## config.mk

```make
export PLATFORM = sky130hd
export DESIGN_NAME = fetch_stage
export DESIGN_NICKNAME = d
export VERILOG_FILES = /design/src/rtl/cpu_pkg.sv /design/src/rtl/fetch_stage.sv
export VERILOG_INCLUDE_DIRS = /design/src /design/src/rtl
export SDC_FILE = /design/constraint.sdc
export NUM_CORES = 1
export LEC_CHECK = 0
export ABC_CLOCK_PERIOD_IN_PS = 3950
export BUFFER_PORTS_ARGS = -buffer_cell sky130_fd_sc_hd__buf_2
export CAP_MARGIN = 20
export CORE_UTILIZATION = 29
export CTS_CLUSTER_SIZE = 20
export DETAILED_ROUTE_END_ITERATION = 10
export HOLD_SLACK_MARGIN = 0.1
export PLACE_DENSITY = 0.5
export SYNTH_ARGS = -nofsm -noshare
export SYNTH_HDL_FRONTEND = slang
export SYNTH_SLANG_ARGS = --single-unit
```

## constraint.sdc

```tcl
create_clock -name clk -period 3.95 [get_ports clk]
set_clock_uncertainty 0.1 [all_clocks]
set_input_delay 0.1975 -clock clk [delete_from_list [all_inputs] [get_ports clk]]
set_output_delay 0.1975 -clock clk [all_outputs]
set_load 0.02 [all_outputs]
```

## src/rtl/cpu_config.svh

```systemverilog
`ifndef CPU_CONFIG_SVH
`define CPU_CONFIG_SVH

// Datapath word and register width
`define CPU_WORD_BITS 16

// Architectural registers, r0 reads as zero
`define CPU_REG_COUNT 16

// Word address bits of the unified memory
`define CPU_MEM_ADDR_BITS 12

// First fetch address out of reset
`define CPU_RESET_PC 0

`endif

```

## src/rtl/cpu_pkg.sv

```systemverilog
`include "cpu_config.svh"

package cpu_pkg;

	typedef logic [`CPU_WORD_BITS-1:0] word_t;
	typedef logic [$clog2(`CPU_REG_COUNT)-1:0] reg_idx_t;

	// Unlisted codes fall through as no-ops
	typedef enum logic [3:0] {
		OP_ADD  = 4'h0,
		OP_SUB  = 4'h1,
		OP_XOR  = 4'h2,
		OP_AND  = 4'h3,
		OP_ADDI = 4'h4,
		OP_LW   = 4'h8,
		OP_SW   = 4'h9,
		OP_LLB  = 4'hA,
		OP_B    = 4'hC,
		OP_HLT  = 4'hF
	} opcode_t;

	typedef enum logic [2:0] {
		COND_NE = 3'b000,
		COND_EQ = 3'b001,
		COND_GT = 3'b010,
		COND_LT = 3'b011,
		COND_GE = 3'b100,
		COND_LE = 3'b101,
		COND_OV = 3'b110,
		COND_AL = 3'b111
	} cond_t;

	typedef struct packed {
		logic n;
		logic z;
		logic v;
	} flags_t;

	// Same word, three decode layouts
	typedef union packed {
		struct packed {opcode_t opcode; reg_idx_t rd; reg_idx_t rs; reg_idx_t rt;} r_form;
		struct packed {opcode_t opcode; reg_idx_t rd; logic [7:0] imm8;} byte_form;
		struct packed {opcode_t opcode; cond_t cond; logic [8:0] off9;} branch_form;
	} instr_t;

endpackage

```

## src/rtl/fetch_stage.sv

```systemverilog
`timescale 1ns/1ps
`include "cpu_config.svh"

module fetch_stage
	import cpu_pkg::*;
(
	input  logic   clk,
	input  logic   rst,
	input  logic   stall,
	input  logic   branch_taken,
	input  word_t  branch_target,
	input  logic   halt_seen,
	input  logic   fetch_gnt,
	input  word_t  mem_rdata,
	output logic   fetch_req,
	output word_t  fetch_addr,
	output word_t  pc,
	output instr_t instr,
	output word_t  pc_plus2,
	output logic   f_valid
);
	logic  halted;
	word_t pc_seq;

	assign pc_seq = pc + word_t'(2);
	// Always fetch the word at the PC
	assign fetch_addr = pc;

	always_ff @(posedge clk) begin
		if (rst) begin
			pc <= word_t'(`CPU_RESET_PC);
			halted <= 1'b0;
			fetch_req <= 1'b0;
			f_valid <= 1'b0;
		end else begin
			// Sticky once HLT reaches decode
			halted <= halted | halt_seen;
			fetch_req <= !(halted || halt_seen);
			if (!stall) begin
				if (branch_taken) begin
					// Wrong-path word becomes a bubble
					pc <= branch_target;
					f_valid <= 1'b0;
				end else if (halt_seen) begin
					f_valid <= 1'b0;
				end else if (fetch_gnt) begin
					pc <= pc_seq;
					f_valid <= 1'b1;
				end else begin
					// Lost arbitration, retry same PC
					f_valid <= 1'b0;
				end
			end
		end
		// Payload only, qualified by f_valid
		if (!stall && fetch_gnt) begin
			instr <= mem_rdata;
			pc_plus2 <= pc_seq;
		end
	end

endmodule

```

======== Word-level counts from Yosys, hierarchy flattened ========
Cells that the tools add are included.
operators by class
  $add $sub $neg .......................... 1
  eq/ne operators ......................... 1
  multiplexer cells ....................... 6
  bitwise logic cells ..................... 2
  reduce and logical (&&, ||, !) cells .... 6
operators by type and width
  cell                   count
  $mux 16                3
  $add 16x2->16 const B  1
  $mux 1                 3
  $reduce_and 3->1       1
  $logic_not 1->1        2
  $ne 2x2->1 const B     1
  $reduce_bool 2->1      1
  $logic_and 1x1->1      1
  $logic_or 1x1->1       1
  $not 1->1              1
  $or 1x1->1             1
word-level totals
  bits in registers ....................... 51
  input port bits ......................... 38
  output and inout port bits .............. 66
  logic and storage cells ................. 22

======== Logic depth before layout (Yosys ltp) ========
Gate-level depths: netlist (run 1).
  depth in word-level cells ............... 4
  mapped depth ............................ 6
  gate-level depth less buffers ........... 5

======== Worst setup path after synthesis (run 1) ========
Ideal clock, no wire load.
  path kind ............................... input port to flip-flop
  from .................................... input stall
  to ...................................... register instr[0] in the netlist's numbering (enable)
  library setup time ...................... 0.424 ns
  data arrival time ....................... 1.839 ns
  data required time ...................... 3.426 ns
  slack ................................... 1.586 ns
  stages on the path ...................... 2
  buffers on the path ..................... 1
  cell sequence ........................... clkbuf_1 > nor2b_1
between the ends
  cells in the longest elaborated chain, start to end .. 2
ends and longest elaborated chain
  item                  line               source
  from (decl)           fetch_stage.sv:9   input logic stall,
  $logic_not 1->1       fetch_stage.sv:56  if (!stall && fetch_gnt) begin
  $logic_and 1x1->1     fetch_stage.sv:56
  to (signal assigned)  fetch_stage.sv:57  instr <= mem_rdata;
  to (decl)             fetch_stage.sv:18  output instr_t instr,
No other way between the ends.
A chain may end at the register's enable or synchronous reset.

======== Worst setup path in the final report (run 1) ========
  from .................................... input halt_seen
  to ...................................... register pc[8] (netlist: fetch_addr[8])
between the ends
  cells in the longest elaborated chain, start to end .. 2
ends and longest elaborated chain
  item                               line               source
  from (decl)                        fetch_stage.sv:12  input logic halt_seen,
  $ne 2x2->1 (no source line)        -
  $reduce_and 3->1 (no source line)  -
  to (signal assigned)               fetch_stage.sv:31  pc <= word_t'(`CPU_RESET_PC);
  to (signal assigned)               fetch_stage.sv:42  pc <= branch_target;
  to (signal assigned)               fetch_stage.sv:47  pc <= pc_seq;
  to (decl)                          fetch_stage.sv:17  output word_t pc,
No other way between the ends.

==> impl_metrics.csv, run 1 <==
group,metric,value,unit
status,status,"complete, no violations",
clocking,tritoncts,"yes",
die,pin_count,104,
yosys,synthDistinctLibCells,45,
clocking,htree_levels,2,
cells_and_area,multi_input_area,813.3,sq um
die,dieHeight,92.11,um
clocking,clk_path_buf_depth,2,
critical_path,rr_endpoint,"fetch_addr[15]",
cells_and_area,nFillCells,814,
die,dieWidth,92.11,um
sta,drv_slew,0,
clocking,clock_insertion_delay_worst_skew,0.30,ns
detailed_routing,dr.pass1.iters,4,
critical_path,critPathCaptureType,"flip-flop",
clocking,post_cts_buffers,0,
worst_hold_path,hold_end,"fetch_addr[14]",
grt,grt_overflow,0,
yosys,synthCells,212,
clocking,cts_buffers,5,
critical_path,crit_family,"compound AO/OA/AOI/OAI gates",
cells_and_area,n_antenna_cell,0,
sta,maxSlewHeadroom,39.17,%
yosys,syn-num-nets,251,
sta,tightest_slew,0.9106,ns
critical_path,critPathLaunchType,"input port",
cells_and_area,final_cell_mix,"buf_2, edfxtp_1, dlygate4sd3_1",
cells_and_area,final_common_cell,"buf_2",
sta,fmax,0.4823,GHz
sta,fin_setup_tns,0,ns
yosys,synthArstFlopShare,0,%
clocking,cts-hold-fix-buffers,20,
placement,io_buffers,103,
pwr,leakage,1.333,nW
detailed_routing,vias,1985,
die,die-area,8484,sq um
placement,gp_congestion,0.7594,
die,core,7807,sq um
grt,grt_pass1_wl,9239,um
sta,finalCriticalPeriod,2.074,ns
yosys,synth_edf_count,32,
detailed_routing,via_per_inst,4.795,
cells_and_area,nets,350,
critical_path,cp_data_arrival_time,2.18,ns
critical_path,crit_type,"in2reg",
yosys,yosysTopAreaCell,"edfxtp_1",
detailed_routing,wire_per_inst,14.03,um
yosys,yosysTopAreaCellShare,40.81,%
clocking,ctsRootBufferMaster,"clkbuf_8",
grt,grt_max_degree,37,
cells_and_area,area_delta_synth_final,31.40,%
worst_hold_path,hold_class,"in2reg",
critical_path,path_cells,"dlygate4sd3_1 -> buf_2 -> nand2b_1 -> a21oi_2 -> o21ai_0 -> a32o_1",
worst_hold_path,min_path_cells,4,
yosys,synthFlopType,"edfxtp_1",
sta,period_share,52.50,%
critical_path,reg2reg_from,"fetch_addr[1]",
sta,grt_setup_unrepaired,"no",
critical_path,critical_path_buf_inv_count,2,
pwr,power_density,352.6,nW/um^2
yosys,yosys_warnings,0,
sta,hold_viol,0,
placement,dp_hpwl,3943,um
cells_and_area,post-route-util,39.63,%
clocking,cts_resized,0,
run,maxCapViolations,0,
worst_hold_path,hp-start,"branch_target[14]",
detailed_routing,drt_iter0_drc,71,
grt,grt_pass1_vias,1892,
cells_and_area,drive_gt1_share,38.46,%
critical_path,crit_fanout,14,
critical_path,r2r_setup_slack,1.97,ns
yosys,synth_area,2355,sq um
yosys,synth_seq_cells,51,
critical_path,cp_data_required_time,4.05,ns
die,num_rows,32,
grt,antenna_found_initial,0,
clocking,cts.sinks,51,
critical_path,slowest_delay,0.60,ns
pwr,ir_drop,135.5,uV
yosys,synth-seq-area-share,56.96,%
detailed_routing,routed_wl,5808,um
critical_path,cp_slowest_cell,"a21oi_2",
critical_path,rr_worst_depth,5,
sta,setup_violations,0,
yosys,syn_avg_cell_area,11.11,sq um
clocking,clk_pin_slew_worst_paths,0.10,ns
detailed_routing,drc,0,
cells_and_area,seq_area,1341,sq um
yosys,ys_top_cells_by_area,"edfxtp_1, dfxtp_1, buf_4, xnor2_1, nand2_1",
die,start_util,30.16,%
detailed_routing,ant_nets,0,
grt,grt_usage,13.92,%
-- report_power, final --
group          internal, mW  total (mW)  switching [mW]
logic                0.0685       0.172           0.103
registers             0.597       0.618          0.0217
clock network         0.124       0.301           0.177
-- state kept, by name (all words and copies together) (netlist names) --
register and count:
fetch_addr 16, instr 16, pc_plus2 16, f_valid 1, fetch_req 1, halted 1
-- area by class of cell --
class                   instances  area share [%]
well taps                     102           4.125
flip-flops and latches         51           43.35
multi-input cells             127           26.28
inverters                       3          0.3639
clock inverters                 2          0.4044
clock buffers                   6           2.345
repair buffers                123           23.13
-- stage by stage --
step                area, sq um  hold slack, ns  worst slack [ns]  total power, mW  std cells
finish                     3094          0.1017             1.876            1.091        414
global route               3094          0.1020             1.701            1.145        414
CTS                        3094          0.1016             1.900            1.102        414
detailed placement         2809          0.2763             1.820           0.7885        386
global placement           2809          0.2741             1.866           0.7874        386
floorplan                  2355          0.1768             1.586           0.7349        212
-- worst min-delay path, delay by kind of cell --
kind	cells	cell delay [ns]
buffers and inverters	1	0.08
and+or+nand+nor	1	0.04
AOI/OAI and AO/OA	2	0.16
-- cells in the mapped netlist, drive strengths merged (2+ instances only) --
master	number
nor2	10
a21o	3
dfxtp	19
nand2	18
inv	3
nor4	3
nand3	8
nand2b	2
buf	28
a21oi	12
clkbuf	3
o41ai	2
mux2i	3
o21ai	11
nor3	4
and3	6
nor2b	3
xor2	4
and4	4
a31oi	5
o31ai	3
xnor2	8
a221o	2
nand4	5
edfxtp	32
a32o	3
-- kinds of logic (layout without fill, tap and decap cells) --
| family | Yosys count | count (layout) | synth area share [%] |
|---|---|---|---|
| AOI/OAI and AO/OA | 45 | 45 | 12.54 |
| xor gates and xnor gates | 12 | 12 | 4.463 |
| adders and majority gates | 1 | 1 | 0.5313 |
| buffers and inverters | 34 | 134 | 8.820 |
| DFF | 51 | 51 | 56.96 |
| muxes | 3 | 3 | 1.275 |
| and+or+nand+nor | 66 | 66 | 15.41 |
-- metal layers --
metal,wire length [um],track usage (%),vias to the layer above
met5,0,0,-
met4,55,3.906,0
met3,397,3.234,7
met2,2611,22.89,89
met1,2743,18.24,925
li1,-,-,964
-- worst max path at each step --
stage	cells past startpoint	from	end
after global placement	5	branch_taken	fetch_addr[1]
after CTS	6	halt_seen	fetch_addr[8]
final	6	halt_seen	fetch_addr[8]
after detailed placement	5	branch_taken	fetch_addr[8]
after global routing	6	halt_seen	fetch_addr[1]
after floorplan	2	stall	instr[0]
Note: power is estimated with default switching activity, not from simulation.
==> inputs of run 2 (changes only) <==
- ABC_AREA: not set -> 1
- ABC_CLOCK_PERIOD_IN_PS: 3950 -> 2000
- PLACE_DENSITY: 0.5 -> 0.51
- clock period: 3.95 -> 2 ns (I/O delays scaled with it)
==> run 2 against run 1 <==
  * Combinational power increased to 2.6 times the previous value
  * Sequential share of layout area is 2.3 points lower
  * Critical path depth stayed put
  * Sequential power rose by 100%
  * Wire length shrank 2.9%
  * Critical endpoint is now fetch_addr[0]
  * Largest cell class unchanged
  * Highest routed layer unchanged
==> impl_metrics.csv, run 2 <==
group,metric,value,unit
critical_path,critPathCaptureType,"flip-flop",
die,pin_count,104,
pwr,power.total,2.531,mW
sta,drv_slew,0,
clocking,clk_path_buf_depth,2,
die,dieWidth,90.64,um
yosys,ys_top_cells_by_area,"edfxtp_1, dfxtp_1, a21oi_1, buf_4, nand2_1",
yosys,syn_avg_cell_area,10.31,sq um
die,dieHeight,90.64,um
clocking,htree_levels,2,
clocking,ctsRootBufferMaster,"clkbuf_8",
yosys,synthCells,221,
sta,period_share,91.11,%
detailed_routing,drt_iter0_drc,55,
pwr,ir_drop,340.9,uV
yosys,synth-seq-area-share,58.87,%
cells_and_area,area_delta_synth_final,43.55,%
critical_path,crit_type,"in2reg",
sta,hold_ws,0.1133,ns
clocking,tritoncts,"yes",
yosys,yosys-top-cells-count,"nand2_1, edfxtp_1, a21oi_1, dfxtp_1",
placement,io_buffers,103,
grt,grt_pass1_vias,1797,
die,num_rows,31,
sta,fmax,0.5488,GHz
clocking,cts.sinks,51,
detailed_routing,vias,1947,
yosys,synthArstFlopShare,0,%
cells_and_area,seq_area,1341,sq um
detailed_routing,drc,0,
sta,fin_setup_tns,0,ns
sta,tightest_slew,0.5097,ns
yosys,synthFlopType,"edfxtp_1",
yosys,syn-num-nets,260,
detailed_routing,via_per_inst,4.356,
grt,grt_usage,13.95,%
detailed_routing,wire_per_inst,12.61,um
sta,grt_setup_unrepaired,"no",
cells_and_area,drive_gt1_share,38.22,%
yosys,yosysMostFrequentCell,"nand2_1",
critical_path,crit_fanout,16,
clocking,post_cts_buffers,0,
yosys,synth_area,2278,sq um
detailed_routing,dr.pass1.iters,4,
cells_and_area,final_cells,447,
pwr,leakage,1.446,nW
critical_path,cp_data_required_time,2.15,ns
die,die-area,8215,sq um
clocking,clk_pin_slew_worst_paths,0.09,ns
critical_path,cp_data_arrival_time,1.97,ns
sta,setup_violations,0,
sta,maxSlewHeadroom,65.99,%
cells_and_area,final_common_cell,"buf_2",
grt,grt_max_degree,34,
yosys,yosysTopAreaCellShare,42.17,%
clocking,cts_resized,0,
cells_and_area,multi_input_area,710.7,sq um
cells_and_area,post-route-util,44.15,%
die,start_util,30.75,%
status,status,"complete, no violations",
sta,hold_viol,0,
clocking,cts_buffers,5,
cells_and_area,nFillCells,742,
critical_path,critPathLaunchType,"input port",
run,maxCapViolations,0,
sta,finalCriticalPeriod,1.822,ns
yosys,yosysTopAreaCell,"edfxtp_1",
yosys,synth_edf_count,32,
worst_hold_path,hold_class,"in2reg",
detailed_routing,ant_nets,0,
cells_and_area,n_antenna_cell,0,
placement,dp.cells,403,
clocking,clock_insertion_delay_worst_skew,0.30,ns
grt,grt_overflow,0,
cells_and_area,final_cell_mix,"buf_2, dlygate4sd3_1, nand2_1",
yosys,yosys_warnings,0,
placement,dp_hpwl,3897,um
yosys,synth_seq_cells,51,
detailed_routing,routed_wl,5637,um
grt,antenna_found_initial,0,
yosys,synthDistinctLibCells,28,
pwr,power_density,773.8,nW/um^2
die,core,7408,sq um
cells_and_area,nets,386,
grt,grt_pass1_wl,9004,um
placement,gp_congestion,0.7514,
critical_path,r2r_setup_slack,0.32,ns
[run 2: cell count changes after synthesis, sizes merged, moves of 6 or more]
cell   delta
nor2      +8
buf       -7
a21oi    +15
and3      -6
nand2    +20
inv      +14
o21ai     +8
[run 2: worst max-delay path: stages]
cell           delay, ns
dlygate4sd3_1       0.53
buf_2               0.14
inv_1               0.38
o21ai_0             0.16
nor2_1              0.11
dlygate4sd3_1       0.54
[run 2: per-stage QoR]
stage                     cell area (sq um)  setup WS (ns)
after floorplan                        2281        0.05151
after global placement                 2778         0.3826
after detailed placement               2778         0.3327
after CTS                              3271         0.2077
after global routing                   3271        0.09610
final                                  3271         0.1778
[run 2: report_power, final]
group          internal, mW  switching [mW]  leakage (nW)
clock                 0.500           0.335        0.0654
sequential             1.19          0.0540         0.459
combinational         0.180           0.267         0.921
total                  1.87           0.656          1.45
[run 2: metal layers]
layer  GRT usage, %  vias up  wire length, um  part of all wire (%)
met1          18.76      882             2626                    47
met3          3.956        5              451                   8.0
met4          3.629        0               58                   1.0
li1               -      981                -                     -
met5              0        -                0                     0
met2          21.91       79             2501                    44
[run 2: cell type report]
class                      instances  share of cell area, %
inverter                          17                  1.951
sequential                        51                  41.01
clock inverter                     2                  1.836
clock buffer                       6                  2.219
timing repair buffer             142                  27.47
multi-input combinational        130                  21.73
tap                               99                  3.787
[run 2: cells by family (layout without fill, tap and decap cells)]
logic type               count (synthesis)  after routing  share of synthesized area [%]
AO/OA/AOI/OAI                           48             48                          10.71
XOR/XNOR                                 7              7                          3.350
adder cells (fa/ha/maj)                  1              1                         0.5491
buffers and inverters                   40            167                          10.27
flip-flops                              51             51                          58.87
AND/OR/NAND/NOR                         74             74                          16.25
[run 2: timing repair]
item | in CTS | in global routing
hold endpoints to repair | 34 | 0
endpoints found under the setup margin | 0 | 0
hold buffers | 36 | 0
[run 2: path summary, 6_finish.rpt]
path	from	to	depth (start not counted)
max	rst	fetch_addr[0]	6
min reg2reg	halted	halted	2
max reg2reg	fetch_addr[1]	pc_plus2[11]	7
min	branch_target[1]	fetch_addr[1]	5
==> inputs of run 3 (changes only) <==
- BUFFER_PORTS_ARGS: -buffer_cell sky130_fd_sc_hd__buf_2 -> not set
- CAP_MARGIN: 20 -> not set
- DONT_BUFFER_PORTS: not set -> 1
- PLACE_DENSITY: 0.51 -> 0.4
==> run 3 against run 2 <==
  * Non-clock buffer count fell by 81
  * Final area fell by 12%
  * Worst setup slack got worse by 0.13 ns
  * Via count shrank 14%
  * Cell count down 18%
  * Die area unchanged
  * Register-to-register slack better by 0.06 ns
  * Maximum frequency decreased by 6.4%
  * Wire length is 0.32% higher
  * Sequential power increased by 4%
  * Utilization down 5.1 points
  * Largest cell class unchanged
  * Clock power fell by 29%
==> impl_metrics.csv, run 3 (synthesis gave the netlist of run 2 again) <==
group,metric,value,unit
clocking,cts.sinks,51,
cells_and_area,n_antenna_cell,0,
critical_path,crit_family,"buffers and inverters",
critical_path,rr_endpoint,"fetch_addr[1]",
sta,tightest_slew,0.5102,ns
sta,maxSlewHeadroom,65.95,%
grt,grt_overflow,0,
critical_path,cp_data_arrival_time,2.05,ns
die,dieWidth,90.64,um
cells_and_area,drive_gt1_share,17.23,%
clocking,clk_path_buf_depth,2,
grt,grt_pass1_wl,8880,um
critical_path,crit_top_cell,"dlygate4sd3_1",
worst_hold_path,hold_class,"in2reg",
die,dieHeight,90.64,um
placement,io_buffers,0,
sta,drv_slew,0,
detailed_routing,ant_nets,0,
cells_and_area,final_cell_mix,"dlygate4sd3_1, nand2_1, edfxtp_1",
placement,dp_hpwl,3743,um
worst_hold_path,min_path_cells,4,
pwr,power_density,773.7,nW/um^2
pwr,ir_drop,277.4,uV
pwr,power.total,2.238,mW
cells_and_area,seq_area,1341,sq um
die,num_rows,31,
clocking,clock_insertion_delay_worst_skew,0.31,ns
cells_and_area,final_common_cell,"dlygate4sd3_1",
grt,grt_max_degree,34,
detailed_routing,drc,0,
placement,gp_congestion,0.7548,
worst_hold_path,hp-start,"stall",
cells_and_area,fin_area,2893,sq um
sta,period_share,97.38,%
placement,placed_area,2375,sq um
die,core,7408,sq um
sta,fmax,0.5134,GHz
run,maxCapViolations,0,
clocking,htree_levels,2,
critical_path,reg2reg_from,"fetch_addr[1]",
die,die-area,8215,sq um
sta,setup_violations,0,
clocking,cts_buffers,5,
die,pin_count,104,
worst_hold_path,hold_end,"fetch_addr[3]",
status,status,"complete, no violations",
critical_path,r2r_setup_slack,0.38,ns
critical_path,rr_worst_depth,5,
clocking,ctsRootBufferMaster,"clkbuf_8",
sta,hold_ws,0.1562,ns
detailed_routing,via_per_inst,4.598,
grt,grt_usage,14.16,%
sta,hold_viol,0,
critical_path,slowest_delay,0.57,ns
clocking,clk_pin_slew_worst_paths,0.09,ns
pwr,leakage,1.114,nW
die,start_util,30.75,%
cells_and_area,nFillCells,733,
cells_and_area,area_delta_synth_final,26.96,%
detailed_routing,routed_wl,5655,um
detailed_routing,drt_iter0_drc,70,
grt,grt_pass1_vias,1675,
cells_and_area,multi_input_area,710.7,sq um
critical_path,cp_data_required_time,2.10,ns
critical_path,path_cells,"dlygate4sd3_1 -> nor2_2 -> inv_2 -> nor2_1 -> dlygate4sd3_1 -> nor2_1 -> dlygate4sd3_1",
cells_and_area,nets,305,
detailed_routing,dr.pass1.iters,4,
clocking,tritoncts,"yes",
detailed_routing,wire_per_inst,15.45,um
critical_path,critPathLaunchType,"input port",
critical_path,critical_path_buf_inv_count,4,
grt,antenna_found_initial,0,
sta,finalCriticalPeriod,1.948,ns
critical_path,critPathCaptureType,"flip-flop",
critical_path,cp_slowest_cell,"dlygate4sd3_1",
detailed_routing,vias,1683,
critical_path,crit_type,"in2reg",
critical_path,crit_fanout,2,
==> run 3: how the worst max path moves through the flow <==
stage,startpoint,endpoint,slack [ns],cells past startpoint
3_5_place_dp,fetch_addr[1],pc_plus2[10],0.44,7
4_1_cts,branch_taken,fetch_addr[0],0.02,8
6_report,stall,fetch_addr[0],0.05,7
5_1_grt,stall,fetch_addr[0],-0.003,7
3_3_place_gp,fetch_addr[1],pc_plus2[10],0.45,7
2_1_floorplan,fetch_gnt,fetch_addr[8],0.05,8
==> run 3: worst register-to-register path, stage by stage, from the launching register on <==
cell and delay, ns:
dfxtp_1 0.34, buf_4 0.20, o21ai_0 0.11, dlygate4sd3_1 0.55, o21ai_0 0.16, a21oi_1 0.05
==> run 3: through the flow <==
step	setup slack (ns)	instances	util, %	TNS (ns)
after detailed placement	0.4355	315	32.06	0
after CTS	0.01605	365	38.88	0
after global placement	0.4500	315	32.06	0
final	0.05234	366	39.05	0
after global routing	-0.002952	366	39.05	-0.002952
after floorplan	0.05151	221	-	0
==> run 3: final cells by class <==
cell class                      count  area share, %
Inverter                           17          2.292
Sequential cell                    51          46.37
Clock inverter                      2         0.4325
Timing Repair Buffer               61          19.55
Clock buffer                        6          2.509
Tap cell                           99          4.282
Multi-Input combinational cell    130          24.57
==> run 3: metal layers <==
layer / GRT usage (%) / vias up / routed length, um
met3: 5.303 / 5 / 473
met1: 17.79 / 786 / 2549
met5: 0 / - / 0
li1: - / 820 / -
met4: 4.167 / 0 / 62
met2: 22.54 / 72 / 2569
==> run 3: power by group <==
part           switching, mW  internal [mW]  total (mW)  leakage (nW)
logic                  0.199          0.145       0.344         0.614
registers              0.103           1.20        1.30         0.459
clock network          0.347          0.245       0.593        0.0412
==> run 3: repair_timing <==
action                                  4_1_cts  5_1_grt
endpoints found under the setup margin        0       13
gates resized for setup                       0        3
setup buffers                                 0        1
hold buffers                                 42        0
endpoints found under the hold margin        35        0
